## src/rtl/i2cPkg.sv

```systemverilog
`default_nettype none

package i2cPkg;

    // ====================
    // Field widths
    // ====================

    // 7-bit sensor device address
    localparam int DevAddrBits = 7;
    // 16-bit sensor register address
    localparam int RegAddrBits = 16;
    // Data word, one or two bytes on the bus
    localparam int DataBits = 16;
    // Bits per bus byte
    localparam int ByteBits = 8;

    // Direction bit after the device address
    localparam logic DirWrite = 1'b0;
    localparam logic DirRead = 1'b1;

    // ====================
    // Bus operations
    // ====================

    // One operation per call into the bit engine
    typedef enum logic [2:0] {
        opStart,
        opRepStart,
        opWriteByte,
        opReadByte,
        opStop
    } busOp_t;

    // Clock cycles per quarter of the bus period
    // Rounded up so the bus never runs faster than requested
    // Floor of 2 leaves the slave time to turn SDA around
    function automatic int quarterCycles(input int clkFreq, input int i2cClkFreq);
        int cycles;
        cycles = (clkFreq + 4 * i2cClkFreq - 1) / (4 * i2cClkFreq);
        return (cycles < 2) ? 2 : cycles;
    endfunction

endpackage

`default_nettype wire
```

## src/rtl/i2cByteIf.sv

```systemverilog
`default_nettype none

// One bus operation at a time between sequencer and bit engine
interface i2cByteIf import i2cPkg::*; ();

    // Request, held until opDone
    logic opValid;
    busOp_t op;
    logic [ByteBits-1:0] txByte;
    // Drive ACK after a read byte, NACK when low
    logic masterAck;

    // Completion and what came back from the slave
    logic opDone;
    logic [ByteBits-1:0] rxByte;
    logic slaveNack;

    modport sequencer(
        output opValid, op, txByte, masterAck,
        input opDone, rxByte, slaveNack
    );

    modport engine(
        input opValid, op, txByte, masterAck,
        output opDone, rxByte, slaveNack
    );

endinterface

`default_nettype wire

```

## src/rtl/i2cCmdIf.sv

```systemverilog
`default_nettype none

// Latched command out, completion and results back
interface i2cCmdIf import i2cPkg::*; ();

    // Command, held from acceptance until cmdDone
    logic cmdValid;
    logic [DevAddrBits-1:0] devAddr;
    logic write;
    logic [RegAddrBits-1:0] regAddr;
    logic twoBytes;
    logic [DataBits-1:0] writeData;

    // One-cycle pulse after the stop, results valid with it
    logic cmdDone;
    logic nackErr;
    logic [DataBits-1:0] readData;

    modport capture(
        output cmdValid, devAddr, write, regAddr, twoBytes, writeData,
        input cmdDone, nackErr, readData
    );

    modport sequencer(
        input cmdValid, devAddr, write, regAddr, twoBytes, writeData,
        output cmdDone, nackErr, readData
    );

endinterface

`default_nettype wire

```

## src/rtl/imgI2cMaster.sv

```systemverilog
`default_nettype none

module imgI2cMaster import i2cPkg::*; #(
    parameter int ClkFreq = 24_000_000,
    parameter int I2cClkFreq = 400_000
) (
    input logic clk,
    input logic reset,
    // Host command, fields stable while a toggle is pending
    input logic [DevAddrBits-1:0] cmdDevAddr,
    input logic cmdWrite,
    input logic [RegAddrBits-1:0] cmdRegAddr,
    input logic cmdTwoBytes,
    input logic [DataBits-1:0] cmdWriteData,
    input logic cmdTrigger,
    // Status, statusDone follows cmdTrigger
    output logic statusDone,
    output logic statusErr,
    output logic [DataBits-1:0] statusReadData,
    // Bus, open drain and pull-up live outside
    output logic i2cScl,
    output logic i2cSdaLow,
    input logic i2cSdaIn
);
    i2cCmdIf cmdLink ();
    i2cByteIf byteLink ();

    cmdCapture u_cmdCapture (
        .clk(clk),
        .reset(reset),
        .cmdDevAddr(cmdDevAddr),
        .cmdWrite(cmdWrite),
        .cmdRegAddr(cmdRegAddr),
        .cmdTwoBytes(cmdTwoBytes),
        .cmdWriteData(cmdWriteData),
        .cmdTrigger(cmdTrigger),
        .statusDone(statusDone),
        .statusErr(statusErr),
        .statusReadData(statusReadData),
        .cmd(cmdLink.capture)
    );

    byteSequencer u_byteSequencer (
        .clk(clk),
        .reset(reset),
        .cmd(cmdLink.sequencer),
        .bus(byteLink.sequencer)
    );

    bitEngine #(
        .ClkFreq(ClkFreq),
        .I2cClkFreq(I2cClkFreq)
    ) u_bitEngine (
        .clk(clk),
        .reset(reset),
        .bus(byteLink.engine),
        .i2cScl(i2cScl),
        .i2cSdaLow(i2cSdaLow),
        .i2cSdaIn(i2cSdaIn)
    );

endmodule

`default_nettype wire

```

## src/rtl/bitEngine.sv

```systemverilog
`default_nettype none

module bitEngine import i2cPkg::*; #(
    parameter int ClkFreq = 24_000_000,
    parameter int I2cClkFreq = 400_000
) (
    input logic clk,
    input logic reset,
    i2cByteIf.engine bus,
    output logic i2cScl,
    output logic i2cSdaLow,
    input logic i2cSdaIn
);
    localparam int Quarter = quarterCycles(ClkFreq, I2cClkFreq);
    localparam int TimerBits = $clog2(Quarter);
    // Byte ops run 9 bits of 4 quarters, phase 0 to 35
    localparam int PhaseBits = 6;

    logic busy;
    busOp_t opReg;
    logic [PhaseBits-1:0] phase;
    logic [TimerBits-1:0] timer;
    logic [ByteBits-1:0] txReg;
    logic ackReg;
    logic [ByteBits-1:0] rxReg;
    logic nackReg;

    logic quarterEnd;
    logic lastQuarter;
    logic take;
    logic advance;
    logic [3:0] bitIdx;
    logic ackSlot;
    logic sampleNow;

    busOp_t nextOp;
    logic [PhaseBits-1:0] nextPhase;
    logic [ByteBits-1:0] nextTx;
    logic nextAck;
    logic [1:0] nextLevels;

    // Final quarter index of each operation
    function automatic logic [PhaseBits-1:0] lastPhase(input busOp_t op);
        logic [PhaseBits-1:0] result;
        case (op)
            opStart, opStop: result = 6'd2;
            opRepStart: result = 6'd3;
            default: result = 6'd35;
        endcase
        return result;
    endfunction

    // SCL and SDA pull-low for one quarter, as {scl, sdaLow}
    function automatic logic [1:0] busLevels(
        input busOp_t op,
        input logic [PhaseBits-1:0] ph,
        input logic [ByteBits-1:0] tx,
        input logic ack
    );
        logic [3:0] bitNum;
        logic slot9;
        logic scl;
        logic sdaLow;
        bitNum = ph[PhaseBits-1:2];
        slot9 = (bitNum == 4'd8);
        // Byte bits: SCL high in the two middle quarters
        scl = (ph[1:0] == 2'd1) || (ph[1:0] == 2'd2);
        sdaLow = 1'b0;
        case (op)
            // SDA falls while SCL high, then SCL low
            opStart: begin
                scl = (ph != 6'd2);
                sdaLow = (ph != 6'd0);
            end
            // Release SDA, raise SCL, then a fresh start edge
            opRepStart: begin
                scl = (ph == 6'd1) || (ph == 6'd2);
                sdaLow = (ph == 6'd2) || (ph == 6'd3);
            end
            // SDA low, SCL up, then SDA rises
            opStop: begin
                scl = (ph != 6'd0);
                sdaLow = (ph != 6'd2);
            end
            // MSB first, released for the slave ACK
            opWriteByte: sdaLow = !slot9 && !tx[~bitNum[2:0]];
            // Slave drives data, master drives the ninth bit
            default: sdaLow = slot9 && ack;
        endcase
        return {scl, sdaLow};
    endfunction

    // ====================
    // Sequencing
    // ====================
    assign quarterEnd = busy && (timer == '0);
    assign lastQuarter = (phase == lastPhase(opReg));
    // Next op starts in the cycle after the last one ends, no gap
    assign take = bus.opValid && (!busy || (quarterEnd && lastQuarter));
    assign advance = quarterEnd && !lastQuarter;

    // Done one cycle early so the next request is up in time
    assign bus.opDone = busy && lastQuarter && (timer == TimerBits'(1));
    assign bus.rxByte = rxReg;
    assign bus.slaveNack = nackReg;

    assign bitIdx = phase[PhaseBits-1:2];
    assign ackSlot = (bitIdx == 4'd8);
    // End of the first high quarter is the middle of SCL high
    assign sampleNow = quarterEnd && (phase[1:0] == 2'd1);

    assign nextOp = take ? bus.op : opReg;
    assign nextPhase = take ? '0 : phase + 1'b1;
    assign nextTx = take ? bus.txByte : txReg;
    assign nextAck = take ? bus.masterAck : ackReg;
    assign nextLevels = busLevels(nextOp, nextPhase, nextTx, nextAck);

    always_ff @(posedge clk) begin
        if (reset) begin
            busy <= 1'b0;
            phase <= '0;
            timer <= '0;
            i2cScl <= 1'b1;
            i2cSdaLow <= 1'b0;
        end else begin
            if (take || advance) begin
                timer <= TimerBits'(Quarter - 1);
                phase <= nextPhase;
                {i2cScl, i2cSdaLow} <= nextLevels;
            end else if (busy && !quarterEnd) begin
                timer <= timer - 1'b1;
            end
            // Bus lines hold their last levels while idle
            if (take) begin
                busy <= 1'b1;
            end else if (quarterEnd && lastQuarter) begin
                busy <= 1'b0;
            end
        end
    end

    // Request copy and sampled SDA
    always_ff @(posedge clk) begin
        if (take) begin
            opReg <= bus.op;
            txReg <= bus.txByte;
            ackReg <= bus.masterAck;
        end
        if (sampleNow && (opReg == opWriteByte) && ackSlot) begin
            nackReg <= i2cSdaIn;
        end
        if (sampleNow && (opReg == opReadByte) && !ackSlot) begin
            rxReg <= {rxReg[ByteBits-2:0], i2cSdaIn};
        end
    end

endmodule

`default_nettype wire

```

## src/rtl/byteSequencer.sv

```systemverilog
`default_nettype none

module byteSequencer import i2cPkg::*; (
    input logic clk,
    input logic reset,
    i2cCmdIf.sequencer cmd,
    i2cByteIf.sequencer bus
);
    // One step per bus operation, plus idle and done
    localparam logic [3:0] StIdle = 4'd0;
    localparam logic [3:0] StStart = 4'd1;
    localparam logic [3:0] StAddrW = 4'd2;
    localparam logic [3:0] StRegHi = 4'd3;
    localparam logic [3:0] StRegLo = 4'd4;
    localparam logic [3:0] StWrHi = 4'd5;
    localparam logic [3:0] StWrLo = 4'd6;
    localparam logic [3:0] StRepStart = 4'd7;
    localparam logic [3:0] StAddrR = 4'd8;
    localparam logic [3:0] StRdHi = 4'd9;
    localparam logic [3:0] StRdLo = 4'd10;
    localparam logic [3:0] StStop = 4'd11;
    localparam logic [3:0] StDone = 4'd12;

    logic [3:0] state;
    logic [3:0] nextState;
    logic accept;
    logic writeStep;
    logic nackHit;
    logic nackFlag;
    logic [DataBits-1:0] readWord;

    // Request for the step being entered
    logic nextValid;
    busOp_t nextOp;
    logic [ByteBits-1:0] nextTx;
    logic nextAck;

    assign accept = (state == StIdle) && cmd.cmdValid;

    // Bytes the slave has to ACK
    assign writeStep = (state == StAddrW) || (state == StRegHi) ||
                       (state == StRegLo) || (state == StWrHi) ||
                       (state == StWrLo) || (state == StAddrR);
    assign nackHit = bus.opDone && writeStep && bus.slaveNack;

    // ====================
    // Step order
    // ====================
    always_comb begin
        nextState = state;
        case (state)
            StIdle: begin
                if (cmd.cmdValid) begin
                    nextState = StStart;
                end
            end
            StDone: begin
                nextState = StIdle;
            end
            default: begin
                if (nackHit) begin
                    // Slave refused a byte, close the bus right away
                    nextState = StStop;
                end else if (bus.opDone) begin
                    case (state)
                        StStart: nextState = StAddrW;
                        StAddrW: nextState = StRegHi;
                        StRegHi: nextState = StRegLo;
                        StRegLo: begin
                            if (cmd.write) begin
                                nextState = cmd.twoBytes ? StWrHi : StWrLo;
                            end else begin
                                nextState = StRepStart;
                            end
                        end
                        StWrHi: nextState = StWrLo;
                        StRepStart: nextState = StAddrR;
                        StAddrR: nextState = cmd.twoBytes ? StRdHi : StRdLo;
                        StRdHi: nextState = StRdLo;
                        StStop: nextState = StDone;
                        // Last data byte either way
                        default: nextState = StStop;
                    endcase
                end
            end
        endcase
    end

    // ====================
    // Operation per step
    // ====================
    always_comb begin
        nextValid = 1'b1;
        nextOp = opWriteByte;
        nextTx = '1;
        nextAck = 1'b0;
        case (nextState)
            StStart: nextOp = opStart;
            // Address phase always goes out as a write
            StAddrW: nextTx = {cmd.devAddr, DirWrite};
            StRegHi: nextTx = cmd.regAddr[RegAddrBits-1 -: ByteBits];
            StRegLo: nextTx = cmd.regAddr[ByteBits-1:0];
            StWrHi: nextTx = cmd.writeData[DataBits-1 -: ByteBits];
            StWrLo: nextTx = cmd.writeData[ByteBits-1:0];
            StRepStart: nextOp = opRepStart;
            StAddrR: nextTx = {cmd.devAddr, DirRead};
            StRdHi: begin
                // More to come, so ACK
                nextOp = opReadByte;
                nextAck = 1'b1;
            end
            // Final byte gets a NACK
            StRdLo: nextOp = opReadByte;
            StStop: nextOp = opStop;
            default: nextValid = 1'b0;
        endcase
    end

    always_ff @(posedge clk) begin
        if (reset) begin
            state <= StIdle;
            bus.opValid <= 1'b0;
            nackFlag <= 1'b0;
        end else begin
            state <= nextState;
            bus.opValid <= nextValid;
            if (accept) begin
                nackFlag <= 1'b0;
            end else if (nackHit) begin
                nackFlag <= 1'b1;
            end
        end
    end

    // Request fields follow the step, read word collects bytes MSB first
    always_ff @(posedge clk) begin
        bus.op <= nextOp;
        bus.txByte <= nextTx;
        bus.masterAck <= nextAck;
        if (accept) begin
            readWord <= '0;
        end else if (bus.opDone && ((state == StRdHi) || (state == StRdLo))) begin
            readWord <= {readWord[DataBits-ByteBits-1:0], bus.rxByte};
        end
    end

    assign cmd.cmdDone = (state == StDone);
    assign cmd.nackErr = nackFlag;
    assign cmd.readData = readWord;

endmodule

`default_nettype wire

```

## src/rtl/cmdCapture.sv

```systemverilog
`default_nettype none

module cmdCapture import i2cPkg::*; (
    input logic clk,
    input logic reset,
    input logic [DevAddrBits-1:0] cmdDevAddr,
    input logic cmdWrite,
    input logic [RegAddrBits-1:0] cmdRegAddr,
    input logic cmdTwoBytes,
    input logic [DataBits-1:0] cmdWriteData,
    input logic cmdTrigger,
    output logic statusDone,
    output logic statusErr,
    output logic [DataBits-1:0] statusReadData,
    i2cCmdIf.capture cmd
);
    // Sampled host toggle
    logic triggerSeen;
    logic accept;

    // Pending while the toggles differ, taken once the chain is free
    assign accept = !cmd.cmdValid && (triggerSeen != statusDone);

    // ====================
    // Handshake and status
    // ====================
    always_ff @(posedge clk) begin
        if (reset) begin
            triggerSeen <= 1'b0;
            cmd.cmdValid <= 1'b0;
            statusDone <= 1'b0;
            statusErr <= 1'b0;
            statusReadData <= '0;
        end else begin
            triggerSeen <= cmdTrigger;
            if (cmd.cmdDone) begin
                // Results land together with the done toggle
                cmd.cmdValid <= 1'b0;
                statusDone <= !statusDone;
                statusErr <= cmd.nackErr;
                statusReadData <= cmd.readData;
            end else if (accept) begin
                cmd.cmdValid <= 1'b1;
            end
        end
    end

    // Command fields, frozen for the whole transaction
    always_ff @(posedge clk) begin
        if (accept) begin
            cmd.devAddr <= cmdDevAddr;
            cmd.write <= cmdWrite;
            cmd.regAddr <= cmdRegAddr;
            cmd.twoBytes <= cmdTwoBytes;
            cmd.writeData <= cmdWriteData;
        end
    end

endmodule

`default_nettype wire

```

## config.mk

```make
export PLATFORM = sky130hd
export DESIGN_NAME = imgI2cMaster
export DESIGN_NICKNAME = d
export VERILOG_FILES = /design/src/rtl/i2cPkg.sv /design/src/rtl/i2cByteIf.sv /design/src/rtl/i2cCmdIf.sv /design/src/rtl/imgI2cMaster.sv /design/src/rtl/bitEngine.sv /design/src/rtl/byteSequencer.sv /design/src/rtl/cmdCapture.sv
export SDC_FILE = /design/constraint.sdc
export NUM_CORES = 1
export LEC_CHECK = 0
export ABC_AREA = 1
export BUFFER_PORTS_ARGS = -buffer_cell sky130_fd_sc_hd__buf_2
export CAP_MARGIN = 15
export CORE_MARGIN = 10
export CORE_UTILIZATION = 25
export CTS_CLUSTER_DIAMETER = 40
export DETAILED_ROUTE_END_ITERATION = 16
export PLACE_DENSITY = 0.44
export SYNTH_ARGS = -nofsm -noshare
export SYNTH_HDL_FRONTEND = slang
export SYNTH_HIERARCHICAL = 1
export SYNTH_SLANG_ARGS = --single-unit
export TNS_END_PERCENT = 30
```

## constraint.sdc

```tcl
create_clock -name clk -period 3.64 [get_ports clk]
set_input_delay 0.364 -clock clk [delete_from_list [all_inputs] [get_ports clk]]
set_output_delay 0.364 -clock clk [all_outputs]
set_load 0.05 [all_outputs]
```

Word-level counts from Yosys, hierarchy flattened
Cells that the tools add are included.
Widths: inputs -> output; s select.
Cells by class
  reductions and logical operators: 51
  magnitude comparators: 1
  add/subtract/negate cells: 2
  bitwise gates (word level): 1
  equal/unequal tests: 42
  muxes and demuxes: 25
Operators with widths (count)
  $pmux 8 s6: 1
  $eq 4x4->1 const B: 11
  $pmux 4 s9: 1
  $eq 4x3->1 const B: 8
  $mux 4: 6
  $logic_and 1x1->1: 19
  $eq 4x2->1 const B: 4
  $eq 4x1->1 const B: 3
  $eq 6x2->1 const B: 2
  $pmux 3 s4: 1
  $pmux 6 s2: 1
  $logic_or 1x1->1: 11
  $reduce_or 11->1: 1
  $reduce_or 2->1: 5
  $eq 3x2->1 const B: 3
  $logic_not 1->1: 8
  $logic_not 4->1: 2
  $mux 8: 1
  $pmux 4 s2: 1
  $add 6x1->6 const B: 1
  $eq 3x1->1 const B: 2
  $eq 3x3->1 const B: 2
  $eq 6x1->1 const B: 1
  $eq 6x6->1: 1
  17 further kinds: 26
Storage, ports and cells
  word-level logic and storage cells: 150
  bits of input ports: 45
  register bits: 129
  output and inout port bits: 20

Longest topological paths before layout
  word-level depth: 14
  mapped depth: 20
  gate-level depth less buffers: 19

Hierarchy
The synthesis kept the hierarchy.
Modules (own cells, without submodules)
  byteSequencer: instances 1, sequential area each 680.7 um^2, cells each 271, area each 1998.2 um^2
  cmdCapture: instances 1, sequential area each 1631.6 um^2, cells each 133, area each 1994.4 um^2
  bitEngine: instances 1, sequential area each 770.7 um^2, cells each 267, area each 1885.6 um^2

Worst setup path before layout
OpenSTA, ideal clock, no wires.
  path type: register to register
  start: register u_cmdCapture.statusDone
  end: register u_cmdCapture.cmd.devAddr[0], enable pin
  data required time: 3187 ps
  setup time: 453 ps
  buffers on the path: 0
  setup slack: 385 ps
  period minus slack after synthesis: 3255 ps
  stages on the path, launching flop included: 3
  arrival: 2802 ps
  path through: dfxtp_1 nand2_1 a21oi_1
Between the ends
  longest elaborated chain between the ends: 2
RTL lines
  start: declaration: line cmdCapture.sv:12  | output logic statusDone,
  start signal: assignment: line cmdCapture.sv:39  | statusDone <= !statusDone;
  $ne 1x1->1: line cmdCapture.sv:22  | assign accept = !cmd.cmdValid && (triggerSeen != statusDone);
  $logic_and 1x1->1: line cmdCapture.sv:22
  via u_cmdCapture.accept: line cmdCapture.sv:19  | logic accept;
  end signal: assignment: line cmdCapture.sv:51  | cmd.devAddr <= cmdDevAddr;
  end: declaration: line i2cCmdIf.sv:20  | output cmdValid, devAddr, write, regAddr, twoBytes, writeData,
The timed path passes the listed nets, and every way through them passes these cells.
A chain may end at the register's enable or synchronous reset.

Worst setup path after layout
  start: register u_bitEngine.phase[0]
  end: register u_byteSequencer.bus.txByte[5]
Between the ends
  longest elaborated chain between the ends: 9
  elaborated cells between the ends (all ways): 15
  those cells by class: eq/ne: 7; mux: 4; reduce/logical: 4
RTL lines
  start: declaration: line bitEngine.sv:21  | logic [PhaseBits-1:0] phase;
  start signal: assignment: line bitEngine.sv:128  | phase <= nextPhase;
  $eq 6x6->1 (*): line bitEngine.sv:97  | assign lastQuarter = (phase == lastPhase(opReg));
  $logic_and 1x1->1 (*) (2 in a row): line bitEngine.sv:103  | assign bus.opDone = busy && lastQuarter && (timer == TimerBits'(1));
  via byteLink.opDone: line i2cByteIf.sv:14  | logic opDone;
  $logic_and 1x1->1 (2 in a row): line byteSequencer.sv:44  | assign nackHit = bus.opDone && writeStep && bus.slaveNack;
  $mux 4 (*): line byteSequencer.sv:61  | if (nackHit) begin
  $pmux 4 s2 (*): line byteSequencer.sv:51  | case (state)
  $eq 4x4->1, or another cell as far along: line byteSequencer.sv:97  | case (nextState)
  $pmux 8 s6 (*): line byteSequencer.sv:97
  via u_byteSequencer.nextTx[5]: line byteSequencer.sv:35  | logic [ByteBits-1:0] nextTx;
  end signal: assignment: line byteSequencer.sv:138  | bus.txByte <= nextTx;
  end: declaration: line i2cByteIf.sv:19  | output opValid, op, txByte, masterAck,
Mark *: on every way through the listed nets, which the timed path passes. The rest lies on a longest branch.

==> key figures <==
Layout
  – Net total in the final layout: about 790
  – Relative area change from synthesis to final layout: 20.1%
  – Share of cells above drive strength 1: between 20% and 30%
  – Highest-count cells in the layout ignoring fill and taps: nand2_1 (160), dfxtp_1 (79), nor2_1 (73), buf_2 (64), inv_1 (61)
  – Number of antenna diodes: 0
  – Most common library cell in the layout ignoring fill and taps: nand2_1

STA
  – Max transition margin: a little over half
  – Highest attainable clock frequency: between 300 and 400 MHz
  – Count of endpoints failing hold in the final timing report: 0
  – Pins Over Slew Limit: 0
  – Clock period minus worst slack: about 2.7 ns
  – Setup repair after global routing missed its margin: false
  – Largest clock skew in the final design: roughly 0.009 ns
  – Setup WS post-layout: just under 1 ns
  – Worst hold-check slack: about 0.12 ns
  – Setup violations, final: 0
  – Sum Neg Setup Slack: 0 ns
  – Transition time at the pin with the least slew margin: 0.698 ns
  – Share of the cycle needed by the critical path after routing: about 73%

Place
  – Dpl ws: between 0.9 and 1 ns
  – Detailed placement HPWL: ~9.6 mm
  – Number of buffers inserted by port buffering: 64
  – Placer Congestion: about 0.78

Hold path
  – Hold path startpoint: cmdWriteData[15]
  – Worst hold endpoint: u_cmdCapture/cmd.writeData[15]$_DFFE_PP_
  – Hold Crit Class: in -> reg
  – Hold Crit Depth: 1

Run
  – Number of violations of the max-capacitance limit: 0

GRT
  – All-Layer GR Usage: under 10%
  – Grt ovf: 0
  – Largest net degree at the start of global routing: 42
  – Number of global-route vias before repair: around 4.4k
  – Antenna violations before repair: 0
  – Wire length of the first global-routing pass: between 20 and 25 mm

Setup path
  – FF-to-FF path depth: 16
  – Critical path class: reg -> reg
  – Arrival @ worst endpoint: ~3.0 ns
  – Worst path most repeated cell: nand2_1
  – Maximum fanout along the worst path: 12
  – Critical path launch point type: register
  – Worst endpoint required time: 3.94 ns
  – Source of the worst register-to-register timing path: u_bitEngine/phase[0]$_SDFFE_PP0P_
  – Crit-path leading delay family: simple AND/OR/NAND/NOR gates
  – Cells along the critical path: inv_1, o21ai_0, nand2_1, nor2_2, nand2_1, nor2_1, buf_4, inv_1, a21oi_1, nand2_1, a21oi_2, nand3_1, nand2_4, nor2_8, nor2_2, nand2_1
  – Delay of the slowest cell on the worst path: ~0.48 ns
  – Worst path buffer plus inverter count: 3
  – Kind of capture point of the worst setup path: register
  – Minimum setup slack among reg-to-reg paths: between 0.9 and 1 ns
  – Worst r2r dst: u_byteSequencer/bus.txByte[5]$_DFF_P_
  – Slowest library cell on the worst path: a21oi_2

Die
  – Horizontal die dimension: roughly 170 um
  – Die Area: 30000 um^2
  – Starting utilization of the core area: between 20 and 30%
  – CORE AREA: approximately 23000 um^2
  – Vertical die dimension: ~170 um
  – Row count: 56
  – Number of I/O pins: 65

Synth
  – Unique cell type count in the Yosys netlist: 35
  – Synthesized area divided by synthesized cell count: between 8 and 9 um^2
  – Total nets after synthesis: 724
  – Instance count of the mapped netlist: about 670
  – Mapped cell area: ~5900 um^2
  – Yosys warns: 6
  – Portion of the post-synthesis area used by sequential elements: a little over half
  – Seq cells post-synth: 129

Detailed routing
  – Vias after detailed routing: roughly 4.3k
  – Total routed wirelength: between 10 and 15 mm
  – First drt pass iteration count: 4
  – Starting DRT DRC Count: 197
  – Remaining antenna violation count after routing: 0
  – Per-cell via count in the routed design: ~4.0
  – DR WL/cell: 12.4 um
  – DRC violations left: 0

Power
  – Switch share: around 25%
  – NetSw: 878 uW
  – Cell Pwr Density: roughly 500 nW/um^2
  – Proportion of power drawn by combinational gates: 8.0%
  – Post-route total power: around 3.5 mW
  – Internal Pwr Total: ~2.7 mW
  – Worst VDD drop: about 300 uV
  – Part of the total power dissipated in sequential elements: roughly 45%
  – Clock group share of total power: between 40% and 50%
  – Leakage component of the power: between 2 and 3 nW

Clocking
  – Resized cells post-CTS: 0
  – CTS tree: built
  – Clock latency reported for the late side of the worst-skew pair: 0.41 ns
  – Clock transition at the register clock pins on the worst setup and hold paths after CTS: about 0.06 ns
  – H-tree depth: 4
  – Num CTS Buffers: 17
  – Post CTS Setup Buffer Count: 0
  – Number of clock sinks: roughly 130
  – Cell at the root of the clock tree: clkbuf_16
  – CTS Buffer Depth: 2
  – Total of hold buffers inserted after clock tree synthesis: 0

Outcome
  – Status: finished, final reports clean
## through the flow
stage | instances | area [um^2] | util, %
after floorplan | 671 | 5880 | -
after CTS | 1070 | 7060 | 30.3
after detailed placement | 1038 | 6480 | 27.8
final | 1070 | 7060 | 30.3
after global placement | 1038 | 6480 | 27.8
after global routing | 1070 | 7060 | 30.3
## area by class of cell
| cell class | instances | area (um^2) |
|---|---|---|
| Fill cell | 2500 | 16300 |
| Multi-Input combinational cell | 448 | 2360 |
| Tap cell | 319 | 399 |
| Timing Repair Buffer | 70 | 365 |
| Clock inverter | 14 | 151 |
| Inverter | 72 | 273 |
| Sequential cell | 129 | 3080 |
| Clock buffer | 18 | 429 |
## kinds of logic after synthesis
group	share of synthesized area, %
AO/OA/AOI/OAI	8.17
XOR/XNOR	0.745
adder cells (fa/ha/maj)	1.70
buffers and inverters	7.60
flip-flops	52.4
AND/OR/NAND/NOR	29.3
## registers in the layout (all words and copies together), names as in the netlist, 3 cells and up
| register | flops |
|---|---|
| u_byteSequencer/bus.txByte | 8 |
| u_cmdCapture/cmd.regAddr | 16 |
| u_cmdCapture/cmd.writeData | 16 |
| u_bitEngine/bus.rxByte | 8 |
| u_bitEngine/txReg | 8 |
| u_byteSequencer/bus.op | 3 |
| u_byteSequencer/cmd.readData | 16 |
| u_cmdCapture/cmd.devAddr | 7 |
| u_byteSequencer/state | 4 |
| u_bitEngine/phase | 6 |
| u_cmdCapture/statusReadData | 16 |
| u_bitEngine/opReg | 3 |
| u_bitEngine/timer | 4 |
## how the worst max path moves through the flow
stage	startpoint	endpoint	slack (ns)	cells past startpoint
final	u_bitEngine/phase[0]$_SDFFE_PP0P_	u_byteSequencer/bus.txByte[5]$_DFF_P_	0.98	16
after CTS	u_bitEngine/phase[0]$_SDFFE_PP0P_	u_byteSequencer/bus.txByte[5]$_DFF_P_	0.91	16
after global placement	u_bitEngine/phase[0]$_SDFFE_PP0P_	u_byteSequencer/bus.txByte[6]$_DFF_P_	0.98	16
after global routing	u_bitEngine/phase[0]$_SDFFE_PP0P_	u_byteSequencer/bus.txByte[2]$_DFF_P_	0.58	16
after detailed placement	u_bitEngine/phase[0]$_SDFFE_PP0P_	u_byteSequencer/bus.txByte[5]$_DFF_P_	0.92	16
after floorplan	u_cmdCapture/statusDone$_SDFFE_PP0P_	u_cmdCapture/cmd.devAddr[0]$_DFFE_PP_	0.38	2
## Yosys cell counts (all sizes together)
cell type	n	area (um^2)
edfxtp	50	1500
or2	1	6.26
nand3	48	268
nand2	174	718
a21oi	44	284
clkbuf	4	15.0
nand4	26	163
nand3b	8	60.1
o21a	1	15.0
nor4	2	12.5
xor2	5	43.8
o21ai	31	166
nor2	94	477
nor3	4	20.0
dfxtp	79	1580
buf	18	159
inv	72	273
ha	8	100
o21bai	2	15.0
## worst register-to-register path: stages (launching register included)
cell and delay, ns:
dfxtp_1 0.45, inv_1 0.08, o21ai_0 0.08, nand2_1 0.08, nor2_2 0.10, nand2_1 0.09
nor2_1 0.11, buf_4 0.18, inv_1 0.06, a21oi_1 0.10, nand2_1 0.09, a21oi_2 0.48
nand3_1 0.25, nand2_4 0.20, nor2_8 0.07, nor2_2 0.08, nand2_1 0.05
## power groups by stage
| stage | logic [mW] | clock network (mW) | registers (mW) |
|---|---|---|---|
| 2_1_floorplan | 0.198 | 0 | 1.62 |
| 3_3_place_gp | 0.289 | 0 | 1.62 |
| 3_5_place_dp | 0.285 | 0 | 1.62 |
| 4_1_cts | 0.287 | 1.74 | 1.58 |
| 5_1_grt | 0.326 | 1.80 | 1.59 |
| 6_report | 0.283 | 1.68 | 1.58 |
## routing by layer
metal	vias to the layer above	global-route usage (%)	routed length [um]
met5	-	0	0
met3	9	3.38	634
met1	1912	11.4	6440
li1	2332	-	-
met2	77	14.0	6010
met4	0	3.49	142
No activity file was read; power rests on OpenSTA's default activity.
